## src/verilog/game_pkg.sv

```systemverilog
/*
    Shared game definitions.
    Game state enum, one-hot button codes and their idle value,
    lives type with its start value, arrow type and puzzle length.
*/
`default_nettype none

package game_pkg;

    // The encoding order is the order of the state LEDs on the display.
    typedef enum logic [2:0] {
        MENU = 3'd0,
        PLAY = 3'd1,
        LOST = 3'd2,
        WON  = 3'd3
    } game_state_t;

    // One bit per push button; at most one bit is set in a valid code.
    typedef logic [5:0] button_t;

    localparam button_t BTN_SELECT = 6'b000001;
    localparam button_t BTN_UP     = 6'b000010;
    localparam button_t BTN_RIGHT  = 6'b000100;
    localparam button_t BTN_DOWN   = 6'b001000;
    localparam button_t BTN_LEFT   = 6'b010000;
    localparam button_t BTN_BACK   = 6'b100000;
    localparam button_t BTN_NONE   = 6'b000000;

    typedef logic [1:0] lives_t;
    localparam lives_t START_LIVES = 2'd3;  // Lives loaded when a game starts.

    // Bit 0 is up, then right, down and left.
    typedef logic [3:0] arrow_t;

    localparam int SEQ_LEN = 4;  // Arrows to enter before the puzzle is cleared.

endpackage

`default_nettype wire

```

## src/verilog/timer_pkg.sv

```systemverilog
/*
    Countdown timer definitions.
    Digit types for minutes, tens of seconds and seconds,
    the start time and the largest value of each seconds digit.
*/
`default_nettype none

package timer_pkg;

    typedef logic [2:0] min_digit_t;
    typedef logic [2:0] ten_digit_t;  // Holds 0 to 5.
    typedef logic [3:0] one_digit_t;  // Holds 0 to 9.

    // A game starts at 3:00.
    localparam min_digit_t START_MIN = 3'd3;
    localparam ten_digit_t START_TEN = 3'd0;
    localparam one_digit_t START_ONE = 4'd0;

    // Reload values when a digit borrows.
    localparam ten_digit_t TEN_MAX = 3'd5;
    localparam one_digit_t ONE_MAX = 4'd9;

endpackage

`default_nettype wire

```

## src/verilog/timer_if.sv

```systemverilog
/*
    Timer interface.
    Clear request from the controller and the three count digits,
    with modports for the controller, the timer and the display.
*/
`timescale 1ns/100ps
`default_nettype none

interface timer_if;
    import timer_pkg::*;

    logic       timer_clear;  // High holds the timer at the start time.
    min_digit_t cnt_min;
    ten_digit_t cnt_sec_ten;
    one_digit_t cnt_sec_one;

    modport ctrl  (output timer_clear, input cnt_min, input cnt_sec_ten, input cnt_sec_one);
    modport timer (input timer_clear, output cnt_min, output cnt_sec_ten, output cnt_sec_one);
    modport disp  (input cnt_min, input cnt_sec_ten, input cnt_sec_one);

endinterface

`default_nettype wire

```

## src/verilog/button_sync.sv

```systemverilog
/*
    Button input stage.
    Two-flop synchronizer, rising edge detect and a registered
    one-cycle press strobe with the one-hot code of the button.
*/
`timescale 1ns/100ps
`default_nettype none

module button_sync (
    input  logic              clk,
    input  logic              nrst,
    input  game_pkg::button_t buttons,
    output logic              press,
    output game_pkg::button_t press_code
);
    import game_pkg::*;

    button_t sync_1;
    button_t sync_2;
    button_t sync_prev;  // Last synchronized value, for edge detection.
    button_t rise;

    assign rise = sync_2 & ~sync_prev;

    always_ff @(posedge clk) begin
        if (!nrst) begin
            sync_1    <= BTN_NONE;
            sync_2    <= BTN_NONE;
            sync_prev <= BTN_NONE;
            press     <= 1'b0;
        end else begin
            sync_1    <= buttons;
            sync_2    <= sync_1;
            sync_prev <= sync_2;
            press     <= $onehot(rise);  // Two buttons rising together are dropped.
        end
    end

    // Code of the rising button, registered along with the strobe.
    always_ff @(posedge clk) begin
        press_code <= $onehot(rise) ? rise : BTN_NONE;
    end

    // A strobe names one button that was already high at the pins three edges earlier.
    a_press_onehot: assert property (@(posedge clk) disable iff (!nrst)
        press |-> $onehot(press_code) && (($past(buttons, 3) & press_code) == press_code))
        else $error("press strobe without a one-hot code of a pressed button");

endmodule

`default_nettype wire

```

## src/verilog/game_control_fsm.sv

```systemverilog
/*
    Game controller.
    MENU, PLAY, WON and LOST state machine with the lives count,
    the start pulse for the puzzle and the timer clear request.
*/
`timescale 1ns/100ps
`default_nettype none

module game_control_fsm (
    input  logic                  clk,
    input  logic                  nrst,
    input  logic                  press,
    input  game_pkg::button_t     press_code,
    input  logic                  error,
    input  logic                  game_clear,
    timer_if.ctrl                 tmr,
    output logic                  arm,
    output logic                  start_seq,
    output game_pkg::game_state_t game_state,
    output game_pkg::lives_t      lives
);
    import game_pkg::*;

    game_state_t next_state;
    lives_t      next_lives;
    logic        next_start;
    logic        sel_press;
    logic        back_press;
    logic        time_up;

    assign sel_press  = press && (press_code == BTN_SELECT);
    assign back_press = press && (press_code == BTN_BACK);
    assign time_up    = (tmr.cnt_min == '0) && (tmr.cnt_sec_ten == '0) && (tmr.cnt_sec_one == '0);

    assign arm             = (game_state == PLAY);
    assign tmr.timer_clear = (game_state != PLAY);  // The clock only runs during a game.

    always_ff @(posedge clk) begin
        if (!nrst) begin
            game_state <= MENU;
            lives      <= '0;
            start_seq  <= 1'b0;
        end else begin
            game_state <= next_state;
            lives      <= next_lives;
            start_seq  <= next_start;
        end
    end

    always_comb begin
        next_state = game_state;
        next_lives = lives;
        next_start = 1'b0;
        case (game_state)
            MENU: begin
                if (sel_press) begin
                    next_state = PLAY;
                    next_lives = START_LIVES;
                    next_start = 1'b1;  // Puzzle draws a new sequence.
                end
            end
            PLAY: begin
                // Clearing the puzzle wins even on the last second.
                if (game_clear) begin
                    next_state = WON;
                end else if (time_up) begin
                    next_state = LOST;
                end else if (error) begin
                    next_lives = lives - lives_t'(1);
                    if (next_lives == '0)
                        next_state = LOST;
                end else if (back_press) begin
                    next_state = MENU;  // Player abandons the game.
                end
            end
            WON, LOST: begin
                if (sel_press)
                    next_state = MENU;
            end
            default: next_state = MENU;
        endcase
    end

    // A game in progress always has at least one life left.
    a_lives_range: assert property (@(posedge clk) disable iff (!nrst)
        (game_state == PLAY) |-> (lives != '0))
        else $error("no lives left during a game");

    // The arm level only rises together with the start pulse to the puzzle.
    a_arm_start: assert property (@(posedge clk) disable iff (!nrst)
        $rose(arm) |-> start_seq)
        else $error("game armed without a start pulse");

endmodule

`default_nettype wire

```

## src/verilog/countdown_timer.sv

```systemverilog
/*
    Countdown timer.
    Prescaler that divides the clock down to game seconds and a
    minute, tens and seconds countdown that stops at 0:00.
*/
`timescale 1ns/100ps
`default_nettype none

module countdown_timer #(
    parameter int TICK_DIV = 50_000_000
) (
    input  logic   clk,
    input  logic   nrst,
    timer_if.timer tmr
);
    import timer_pkg::*;

    localparam int PW = (TICK_DIV > 1) ? $clog2(TICK_DIV) : 1;

    logic [PW-1:0] presc;
    logic          tick;
    logic          at_zero;

    assign tick    = (presc == PW'(TICK_DIV - 1));
    assign at_zero = (tmr.cnt_min == '0) && (tmr.cnt_sec_ten == '0) && (tmr.cnt_sec_one == '0);

    always_ff @(posedge clk) begin
        if (!nrst || tmr.timer_clear) begin
            presc <= '0;
        end else if (tick) begin
            presc <= '0;
        end else begin
            presc <= presc + 1'b1;
        end
    end

    always_ff @(posedge clk) begin
        if (!nrst || tmr.timer_clear) begin
            tmr.cnt_min     <= START_MIN;
            tmr.cnt_sec_ten <= START_TEN;
            tmr.cnt_sec_one <= START_ONE;
        end else if (tick && !at_zero) begin
            if (tmr.cnt_sec_one != '0) begin
                tmr.cnt_sec_one <= tmr.cnt_sec_one - 1'b1;
            end else begin
                tmr.cnt_sec_one <= ONE_MAX;  // Borrow from the tens digit.
                if (tmr.cnt_sec_ten != '0) begin
                    tmr.cnt_sec_ten <= tmr.cnt_sec_ten - 1'b1;
                end else begin
                    tmr.cnt_sec_ten <= TEN_MAX;
                    tmr.cnt_min     <= tmr.cnt_min - 1'b1;
                end
            end
        end
    end

    a_digit_range: assert property (@(posedge clk) disable iff (!nrst)
        (tmr.cnt_sec_ten <= TEN_MAX) && (tmr.cnt_sec_one <= ONE_MAX))
        else $error("seconds digit out of BCD range");

endmodule

`default_nettype wire

```

## src/verilog/sequence_puzzle.sv

```systemverilog
/*
    Direction sequence puzzle.
    Free-running LFSR, arrow sequence captured at game start,
    cue output for the current arrow, and press checking with
    one-cycle error and clear pulses.
*/
`timescale 1ns/100ps
`default_nettype none

module sequence_puzzle (
    input  logic              clk,
    input  logic              nrst,
    input  logic              arm,
    input  logic              start_seq,
    input  logic              press,
    input  game_pkg::button_t press_code,
    output logic              error,
    output logic              game_clear,
    output game_pkg::arrow_t  cue
);
    import game_pkg::*;

    localparam int STEP_W = (SEQ_LEN > 1) ? $clog2(SEQ_LEN) : 1;

    logic [15:0]       lfsr;
    logic [1:0]        seq [SEQ_LEN];  // Arrow index per step.
    logic [STEP_W-1:0] step;
    arrow_t            cur_arrow;
    arrow_t            dir;

    // Taps 16, 14, 13 and 11 give a maximal length sequence.
    always_ff @(posedge clk) begin
        if (!nrst)
            lfsr <= 16'hACE1;
        else
            lfsr <= {lfsr[14:0], lfsr[15] ^ lfsr[13] ^ lfsr[12] ^ lfsr[10]};
    end

    always_ff @(posedge clk) begin
        if (start_seq) begin
            for (int i = 0; i < SEQ_LEN; i++)
                seq[i] <= lfsr[2*i +: 2];
        end
    end

    assign cur_arrow = arrow_t'(1) << seq[step];
    assign cue       = arm ? cur_arrow : '0;

    // SELECT and BACK map to no direction and are not judged.
    always_comb begin
        case (press_code)
            BTN_UP:    dir = 4'b0001;
            BTN_RIGHT: dir = 4'b0010;
            BTN_DOWN:  dir = 4'b0100;
            BTN_LEFT:  dir = 4'b1000;
            default:   dir = '0;
        endcase
    end

    always_ff @(posedge clk) begin
        if (!nrst) begin
            step       <= '0;
            error      <= 1'b0;
            game_clear <= 1'b0;
        end else begin
            error      <= 1'b0;
            game_clear <= 1'b0;
            if (start_seq) begin
                step <= '0;
            end else if (arm && press && (dir != '0)) begin
                if (dir == cur_arrow) begin
                    // The last step holds until arm drops.
                    if (step == STEP_W'(SEQ_LEN - 1))
                        game_clear <= 1'b1;
                    else
                        step <= step + 1'b1;
                end else begin
                    error <= 1'b1;  // Wrong arrow, step stays.
                end
            end
        end
    end

    a_pulse_excl: assert property (@(posedge clk) disable iff (!nrst)
        !(error && game_clear))
        else $error("error and game_clear in the same cycle");

endmodule

`default_nettype wire

```

## src/verilog/status_display.sv

```systemverilog
/*
    Status display decoder.
    State LEDs, thermometer lives LEDs and three seven-segment
    digits for the remaining time.
*/
`timescale 1ns/100ps
`default_nettype none

module status_display (
    input  game_pkg::game_state_t game_state,
    input  game_pkg::lives_t      lives,
    timer_if.disp                 tmr,
    output logic [3:0]            state_led,
    output logic [2:0]            lives_led,
    output logic [6:0]            seg_min,
    output logic [6:0]            seg_ten,
    output logic [6:0]            seg_one
);
    import game_pkg::*;
    import timer_pkg::*;

    // Active-high segments with bit 0 as segment a.
    function automatic logic [6:0] seg7(input one_digit_t d);
        case (d)
            4'd0:    return 7'h3F;
            4'd1:    return 7'h06;
            4'd2:    return 7'h5B;
            4'd3:    return 7'h4F;
            4'd4:    return 7'h66;
            4'd5:    return 7'h6D;
            4'd6:    return 7'h7D;
            4'd7:    return 7'h07;
            4'd8:    return 7'h7F;
            4'd9:    return 7'h6F;
            default: return 7'h00;  // Blank.
        endcase
    endfunction

    always_comb begin
        case (game_state)
            MENU:    state_led = 4'b0001;
            PLAY:    state_led = 4'b0010;
            LOST:    state_led = 4'b0100;
            WON:     state_led = 4'b1000;
            default: state_led = 4'b0000;
        endcase
    end

    assign lives_led = 3'b111 >> (3 - lives);  // One lit LED per life.

    assign seg_min = seg7(one_digit_t'(tmr.cnt_min));
    assign seg_ten = seg7(one_digit_t'(tmr.cnt_sec_ten));
    assign seg_one = seg7(tmr.cnt_sec_one);

endmodule

`default_nettype wire

```

## src/verilog/bomb_top.sv

```systemverilog
/*
    Defusal game top level.
    Connects the button stage, game controller, countdown timer,
    sequence puzzle and status display.
*/
`timescale 1ns/100ps
`default_nettype none

module bomb_top #(
    parameter int TICK_DIV = 50_000_000  // Clock cycles per game second.
) (
    input  logic              clk,
    input  logic              nrst,
    input  game_pkg::button_t buttons,
    output logic [3:0]        state_led,
    output logic [2:0]        lives_led,
    output logic [6:0]        seg_min,
    output logic [6:0]        seg_ten,
    output logic [6:0]        seg_one,
    output game_pkg::arrow_t  cue
);
    import game_pkg::*;

    logic        press;
    button_t     press_code;
    logic        arm;
    logic        start_seq;
    logic        error;
    logic        game_clear;
    game_state_t game_state;
    lives_t      lives;

    timer_if tmr_if ();

    button_sync u_button_sync (
        .clk       (clk),
        .nrst      (nrst),
        .buttons   (buttons),
        .press     (press),
        .press_code(press_code)
    );

    game_control_fsm u_game_control_fsm (
        .clk       (clk),
        .nrst      (nrst),
        .press     (press),
        .press_code(press_code),
        .error     (error),
        .game_clear(game_clear),
        .tmr       (tmr_if.ctrl),
        .arm       (arm),
        .start_seq (start_seq),
        .game_state(game_state),
        .lives     (lives)
    );

    countdown_timer #(.TICK_DIV(TICK_DIV)) u_countdown_timer (
        .clk (clk),
        .nrst(nrst),
        .tmr (tmr_if.timer)
    );

    sequence_puzzle u_sequence_puzzle (
        .clk       (clk),
        .nrst      (nrst),
        .arm       (arm),
        .start_seq (start_seq),
        .press     (press),
        .press_code(press_code),
        .error     (error),
        .game_clear(game_clear),
        .cue       (cue)
    );

    status_display u_status_display (
        .game_state(game_state),
        .lives     (lives),
        .tmr       (tmr_if.disp),
        .state_led (state_led),
        .lives_led (lives_led),
        .seg_min   (seg_min),
        .seg_ten   (seg_ten),
        .seg_one   (seg_one)
    );

endmodule

`default_nettype wire

```

## config.mk

```make
export PLATFORM = sky130hd
export DESIGN_NAME = bomb_top
export DESIGN_NICKNAME = d
export VERILOG_FILES = /design/src/verilog/game_pkg.sv /design/src/verilog/timer_pkg.sv /design/src/verilog/timer_if.sv /design/src/verilog/button_sync.sv /design/src/verilog/game_control_fsm.sv /design/src/verilog/countdown_timer.sv /design/src/verilog/sequence_puzzle.sv /design/src/verilog/status_display.sv /design/src/verilog/bomb_top.sv
export SDC_FILE = /design/constraint.sdc
export NUM_CORES = 1
export LEC_CHECK = 0
export BUFFER_PORTS_ARGS = -buffer_cell sky130_fd_sc_hd__buf_2
export CAP_MARGIN = 10
export CORE_UTILIZATION = 63
export DETAILED_ROUTE_END_ITERATION = 10
export GPL_TIMING_DRIVEN = 0
export HOLD_SLACK_MARGIN = 0.1
export PLACE_DENSITY = 0.86
export SYNTH_ARGS = -nofsm -noshare
export SYNTH_HDL_FRONTEND = slang
export SYNTH_HIERARCHICAL = 1
export SYNTH_SLANG_ARGS = --single-unit
```

## constraint.sdc

```tcl
create_clock -name clk -period 5.1 [get_ports clk]
set_input_delay 0.255 -clock clk [delete_from_list [all_inputs] [get_ports clk]]
set_output_delay 0.255 -clock clk [all_outputs]
set_load 0.02 [all_outputs]
```

==> results.py <==
metrics = {
    "worst_setup_path": {
        "required_ps": 5390,
        "worst-path-max-fanout": 7,
        "critical_path.top_delay_family": "adder cells",
        "critical-path-slowest-cell": "sky130_fd_sc_hd__fa_1",
        "critical_path.reg2reg.endpoint": "u_button_sync/press_code[0]",
        "critical_path.endpoint": "u_button_sync/press_code[0]",
        "timing.critical_path.cells": "nor2b_1 -> fa_1 -> fa_1 -> ha_1 -> fa_1 -> or3b_1 -> buf_6 -> nor3b_2",
        "rr_worst_depth": 8,
        "cp-startpoint": "u_button_sync/sync_2[3]",
        "path_buf_inv": 1,
        "critPathKind": "flop to flop",
        "critical_path.reg2reg.startpoint": "u_button_sync/sync_2[3]",
        "crit_cells": 8,
        "end_kind": "flop",
        "reg2reg_setup_slack_ps": 2040,
        "start_kind": "flop",
        "cp_dominant_cell_by_count": "sky130_fd_sc_hd__fa_1",
        "critical_path.max_stage_delay_ps": 470,
        "cp_data_arrival_time_ps": 3350,
    },
    "pwr": {
        "max-vdd-ir-drop_mv": 0.246,
        "power.share.switching_pct": 25.1,
        "seq_power_share_pct": 58.9,
        "power.clock.fraction_pct": 36.2,
        "comb_power_share_pct": 4.9,
        "netSwitchingPower_w": 0.000337,
        "power.density_nw_per_um2": 253,
        "total_internal_power_w": 0.00100,
        "leakagePower_nw": 2.05,
    },
    "sta": {
        "period_minus_slack_ps": 3060,
        "report.final.setup_viol": 0,
        "worst_slew_margin_rel_pct": 56.0,
        "final_max_slew_viol_count": 0,
        "skew_ps": 8.45,
        "layout_worst_path_cycle_share_pct": 60.0,
        "top_achievable_clock_speed_ghz": 0.327,
        "tightestPinTransition_ps": 656,
        "rsz0062_at_grt": "no",
        "timing.final.hold_violations": 0,
        "fin_tns_setup_ps": 0,
    },
    "synth": {
        "synthesized_netlist_net_count": 506,
        "synth.top_cells.by_area": "sky130_fd_sc_hd__dfxtp_1 37%, sky130_fd_sc_hd__ha_1 6.3%, sky130_fd_sc_hd__edfxtp_1 5.1%",
        "yosys_register_bits": 96,
        "syn_inst": 471,
        "synth_enable_flop_cells": 8,
        "postSynth.asyncResetShare_pct": 0,
        "synth_top_area_cell": "sky130_fd_sc_hd__dfxtp_1",
        "postSynth.topFlopCell": "sky130_fd_sc_hd__dfxtp_1",
        "synth_top_cells_by_count": "88 x sky130_fd_sc_hd__dfxtp_1, 32 x sky130_fd_sc_hd__and2_1, 27 x sky130_fd_sc_hd__nor2_1, 26 x sky130_fd_sc_hd__nand2_1, 24 x sky130_fd_sc_hd__ha_1",
        "yosysMostFrequentCell": "sky130_fd_sc_hd__dfxtp_1",
        "synthesis.yosys.warnings": 6,
        "netlist.area_leader.share_pct": 37.2,
        "netlist-cell-type-count": 72,
        "syn-mean-instance-area_sq_um": 10.0,
        "ys_seq_area_share_pct": 42.3,
        "post_synth_instance_area_sq_um": 4730,
    },
    "grt": {
        "globalRouteOverflowTotal": 0,
        "grt_antenna_before_repair": 0,
        "first_global_vias": 3455,
        "grtUsageTotal_pct": 24.8,
        "grt_start_max_net_pins": 28,
        "grt_pass1_wl_microns": 15000,
    },
    "hold_path": {
        "hp-start": "nrst",
        "hold_path.class": "primary input to flop",
    },
    "placed_design": {
        "placedCellCount": 609,
        "place_congestion": 0.839,
        "dpl-instance-area_sq_um": 5050,
        "place.port_buffers": 39,
        "final_hpwl_dp_microns": 6670,
    },
    "finish": {
        "final_cells": 631,
        "layout.nets": 562,
        "num_antenna_cells": 0,
        "area_growth_pct": 12.2,
        "postLayoutCellArea_sq_um": 5310,
        "utilization_pct": 73.2,
        "final_layout_size_suffix_gt1_share_pct": 18.4,
    },
    "floorplanning": {
        "core.rowCount": 31,
        "effective_utilization_at_floorplan_pct": 65.2,
        "core_sq_um": 7250,
        "die_area_sq_um": 7860,
        "ioPinCount": 40,
        "fp.dieH_microns": 88.7,
        "die_width_microns": 88.7,
    },
    "flow_run": {
        "max_cap_violation_count": 0,
    },
    "route": {
        "drtAntennaViolNets": 0,
        "wirelength_microns": 9430,
        "post_detailed_route_via_to_cell_ratio": 5.84,
        "routed-via-count": 3687,
        "post_dr_wirelength_cell_microns": 14.9,
        "drc": 0,
        "first_pass_iters": 4,
        "drt_iter0_markers": 180,
    },
    "cts": {
        "clock_sinks": 96,
        "cts.clk_slew.worst_paths_ps": 100,
        "tritoncts_clock_tree": "yes",
        "cts_h_tree_lvls": 3,
        "max-clock-path-buffers": 2,
        "clock_latency_ps": 360,
        "cts.root.buffer_cell": "sky130_fd_sc_hd__clkbuf_8",
        "cts-buffers-inserted": 9,
    },
    "status": {
        "outcome": "completed",
    },
}
[cell families (layout without fill, tap and decap cells)]
kind of cell	Yosys count	after routing	share of synthesized area (%)
buffers and inverters	38	99	4.10
xor gates and xnor gates	16	16	2.96
AOI/OAI and AO/OA	77	77	11.2
adders and majority gates	27	27	7.62
muxes	12	12	3.15
DFF	96	96	42.3
other	1	1	0.0792
and+or+nand+nor	204	204	28.6
[power groups by stage]
stage / sequential [W] / clock (W) / combinational, W
after floorplan: 0.000803 / 0 / 0.0000454
after global placement: 0.000805 / 0 / 0.0000560
after detailed placement: 0.000807 / 0 / 0.0000601
after CTS: 0.000790 / 0.000493 / 0.0000654
after global routing: 0.000792 / 0.000523 / 0.0000719
final: 0.000790 / 0.000485 / 0.0000656
[stage by stage]
step	hold slack, ps	power (W)	worst slack, ps
after floorplan	328	0.000848	2380
after global placement	393	0.000861	2290
after detailed placement	402	0.000867	2150
after CTS	296	0.00135	2070
after global routing	313	0.00139	1940
final	302	0.00134	2040
[worst min-delay path by stage]
stage	end	slack, ps	cells after the start
2_1_floorplan	u_sequence_puzzle/lfsr[5]	330	1
6_report	u_sequence_puzzle/lfsr[11]	300	2
3_5_place_dp	u_sequence_puzzle/lfsr[10]	400	1
4_1_cts	u_sequence_puzzle/lfsr[11]	300	2
3_3_place_gp	u_sequence_puzzle/lfsr[15]	390	1
5_1_grt	u_sequence_puzzle/lfsr[5]	310	2
[sequential cells by signal, summed over array words and instances, names as in the netlist, 2 cells and up, named ones only]
signal                             flops
u_button_sync/press_code               6
u_button_sync/sync_1                   6
u_button_sync/sync_2                   6
u_button_sync/sync_prev                6
u_countdown_timer/presc               26
u_countdown_timer/tmr.cnt_min          3
u_countdown_timer/tmr.cnt_sec_one      4
u_countdown_timer/tmr.cnt_sec_ten      3
u_game_control_fsm/game_state          2
u_game_control_fsm/lives               2
u_sequence_puzzle/lfsr                16
u_sequence_puzzle/seq                  8
u_sequence_puzzle/step                 2
[final cells by class]
cell class              count  area (sq um)
inverters                  25          93.8
multi-input cells         337          2540
flip-flops and latches     96          2000
plain buffers              13           100
repair buffers             45           255
clock buffers               9           124
fillers                   522          1950
clock inverters             7          72.6
well taps                  99           124
[metal layers]
metal  vias to the layer above  GRT usage, %  wire length (microns)
met4                         0          11.0                    240
met3                        21          5.04                    387
li1                       1802             -                      -
met5                         -             0                      0
met2                       106          44.6                   4710
met1                      1758          28.4                   4090
[cell usage in the layout (no fill, tap or decap), types with 6 or more instances in the layout]
cell / n
sky130_fd_sc_hd__o31ai_1: 15
sky130_fd_sc_hd__o21ai_0: 8
sky130_fd_sc_hd__a21oi_1: 22
sky130_fd_sc_hd__nand3_1: 9
sky130_fd_sc_hd__mux2i_1: 10
sky130_fd_sc_hd__nand2_1: 26
sky130_fd_sc_hd__buf_2: 41
sky130_fd_sc_hd__nand4_1: 7
sky130_fd_sc_hd__nor2_1: 27
sky130_fd_sc_hd__ha_1: 24
sky130_fd_sc_hd__clkbuf_8: 9
sky130_fd_sc_hd__nand2b_1: 19
sky130_fd_sc_hd__nor3b_2: 7
sky130_fd_sc_hd__edfxtp_1: 8
sky130_fd_sc_hd__or4_1: 11
sky130_fd_sc_hd__dfxtp_1: 88
sky130_fd_sc_hd__inv_1: 23
sky130_fd_sc_hd__xor2_1: 11
sky130_fd_sc_hd__and2_1: 32
sky130_fd_sc_hd__o311ai_0: 6
sky130_fd_sc_hd__dlygate4sd3_1: 6
sky130_fd_sc_hd__and3_1: 6
sky130_fd_sc_hd__nor2b_1: 11
[what timing repair did]
item                      in CTS  in global routing
setup buffers                  0                  0
hold buffers                   6                  0
hold endpoints to repair       6                  0
resized for setup              0                  0
No activity file was read; power rests on OpenSTA's default activity.
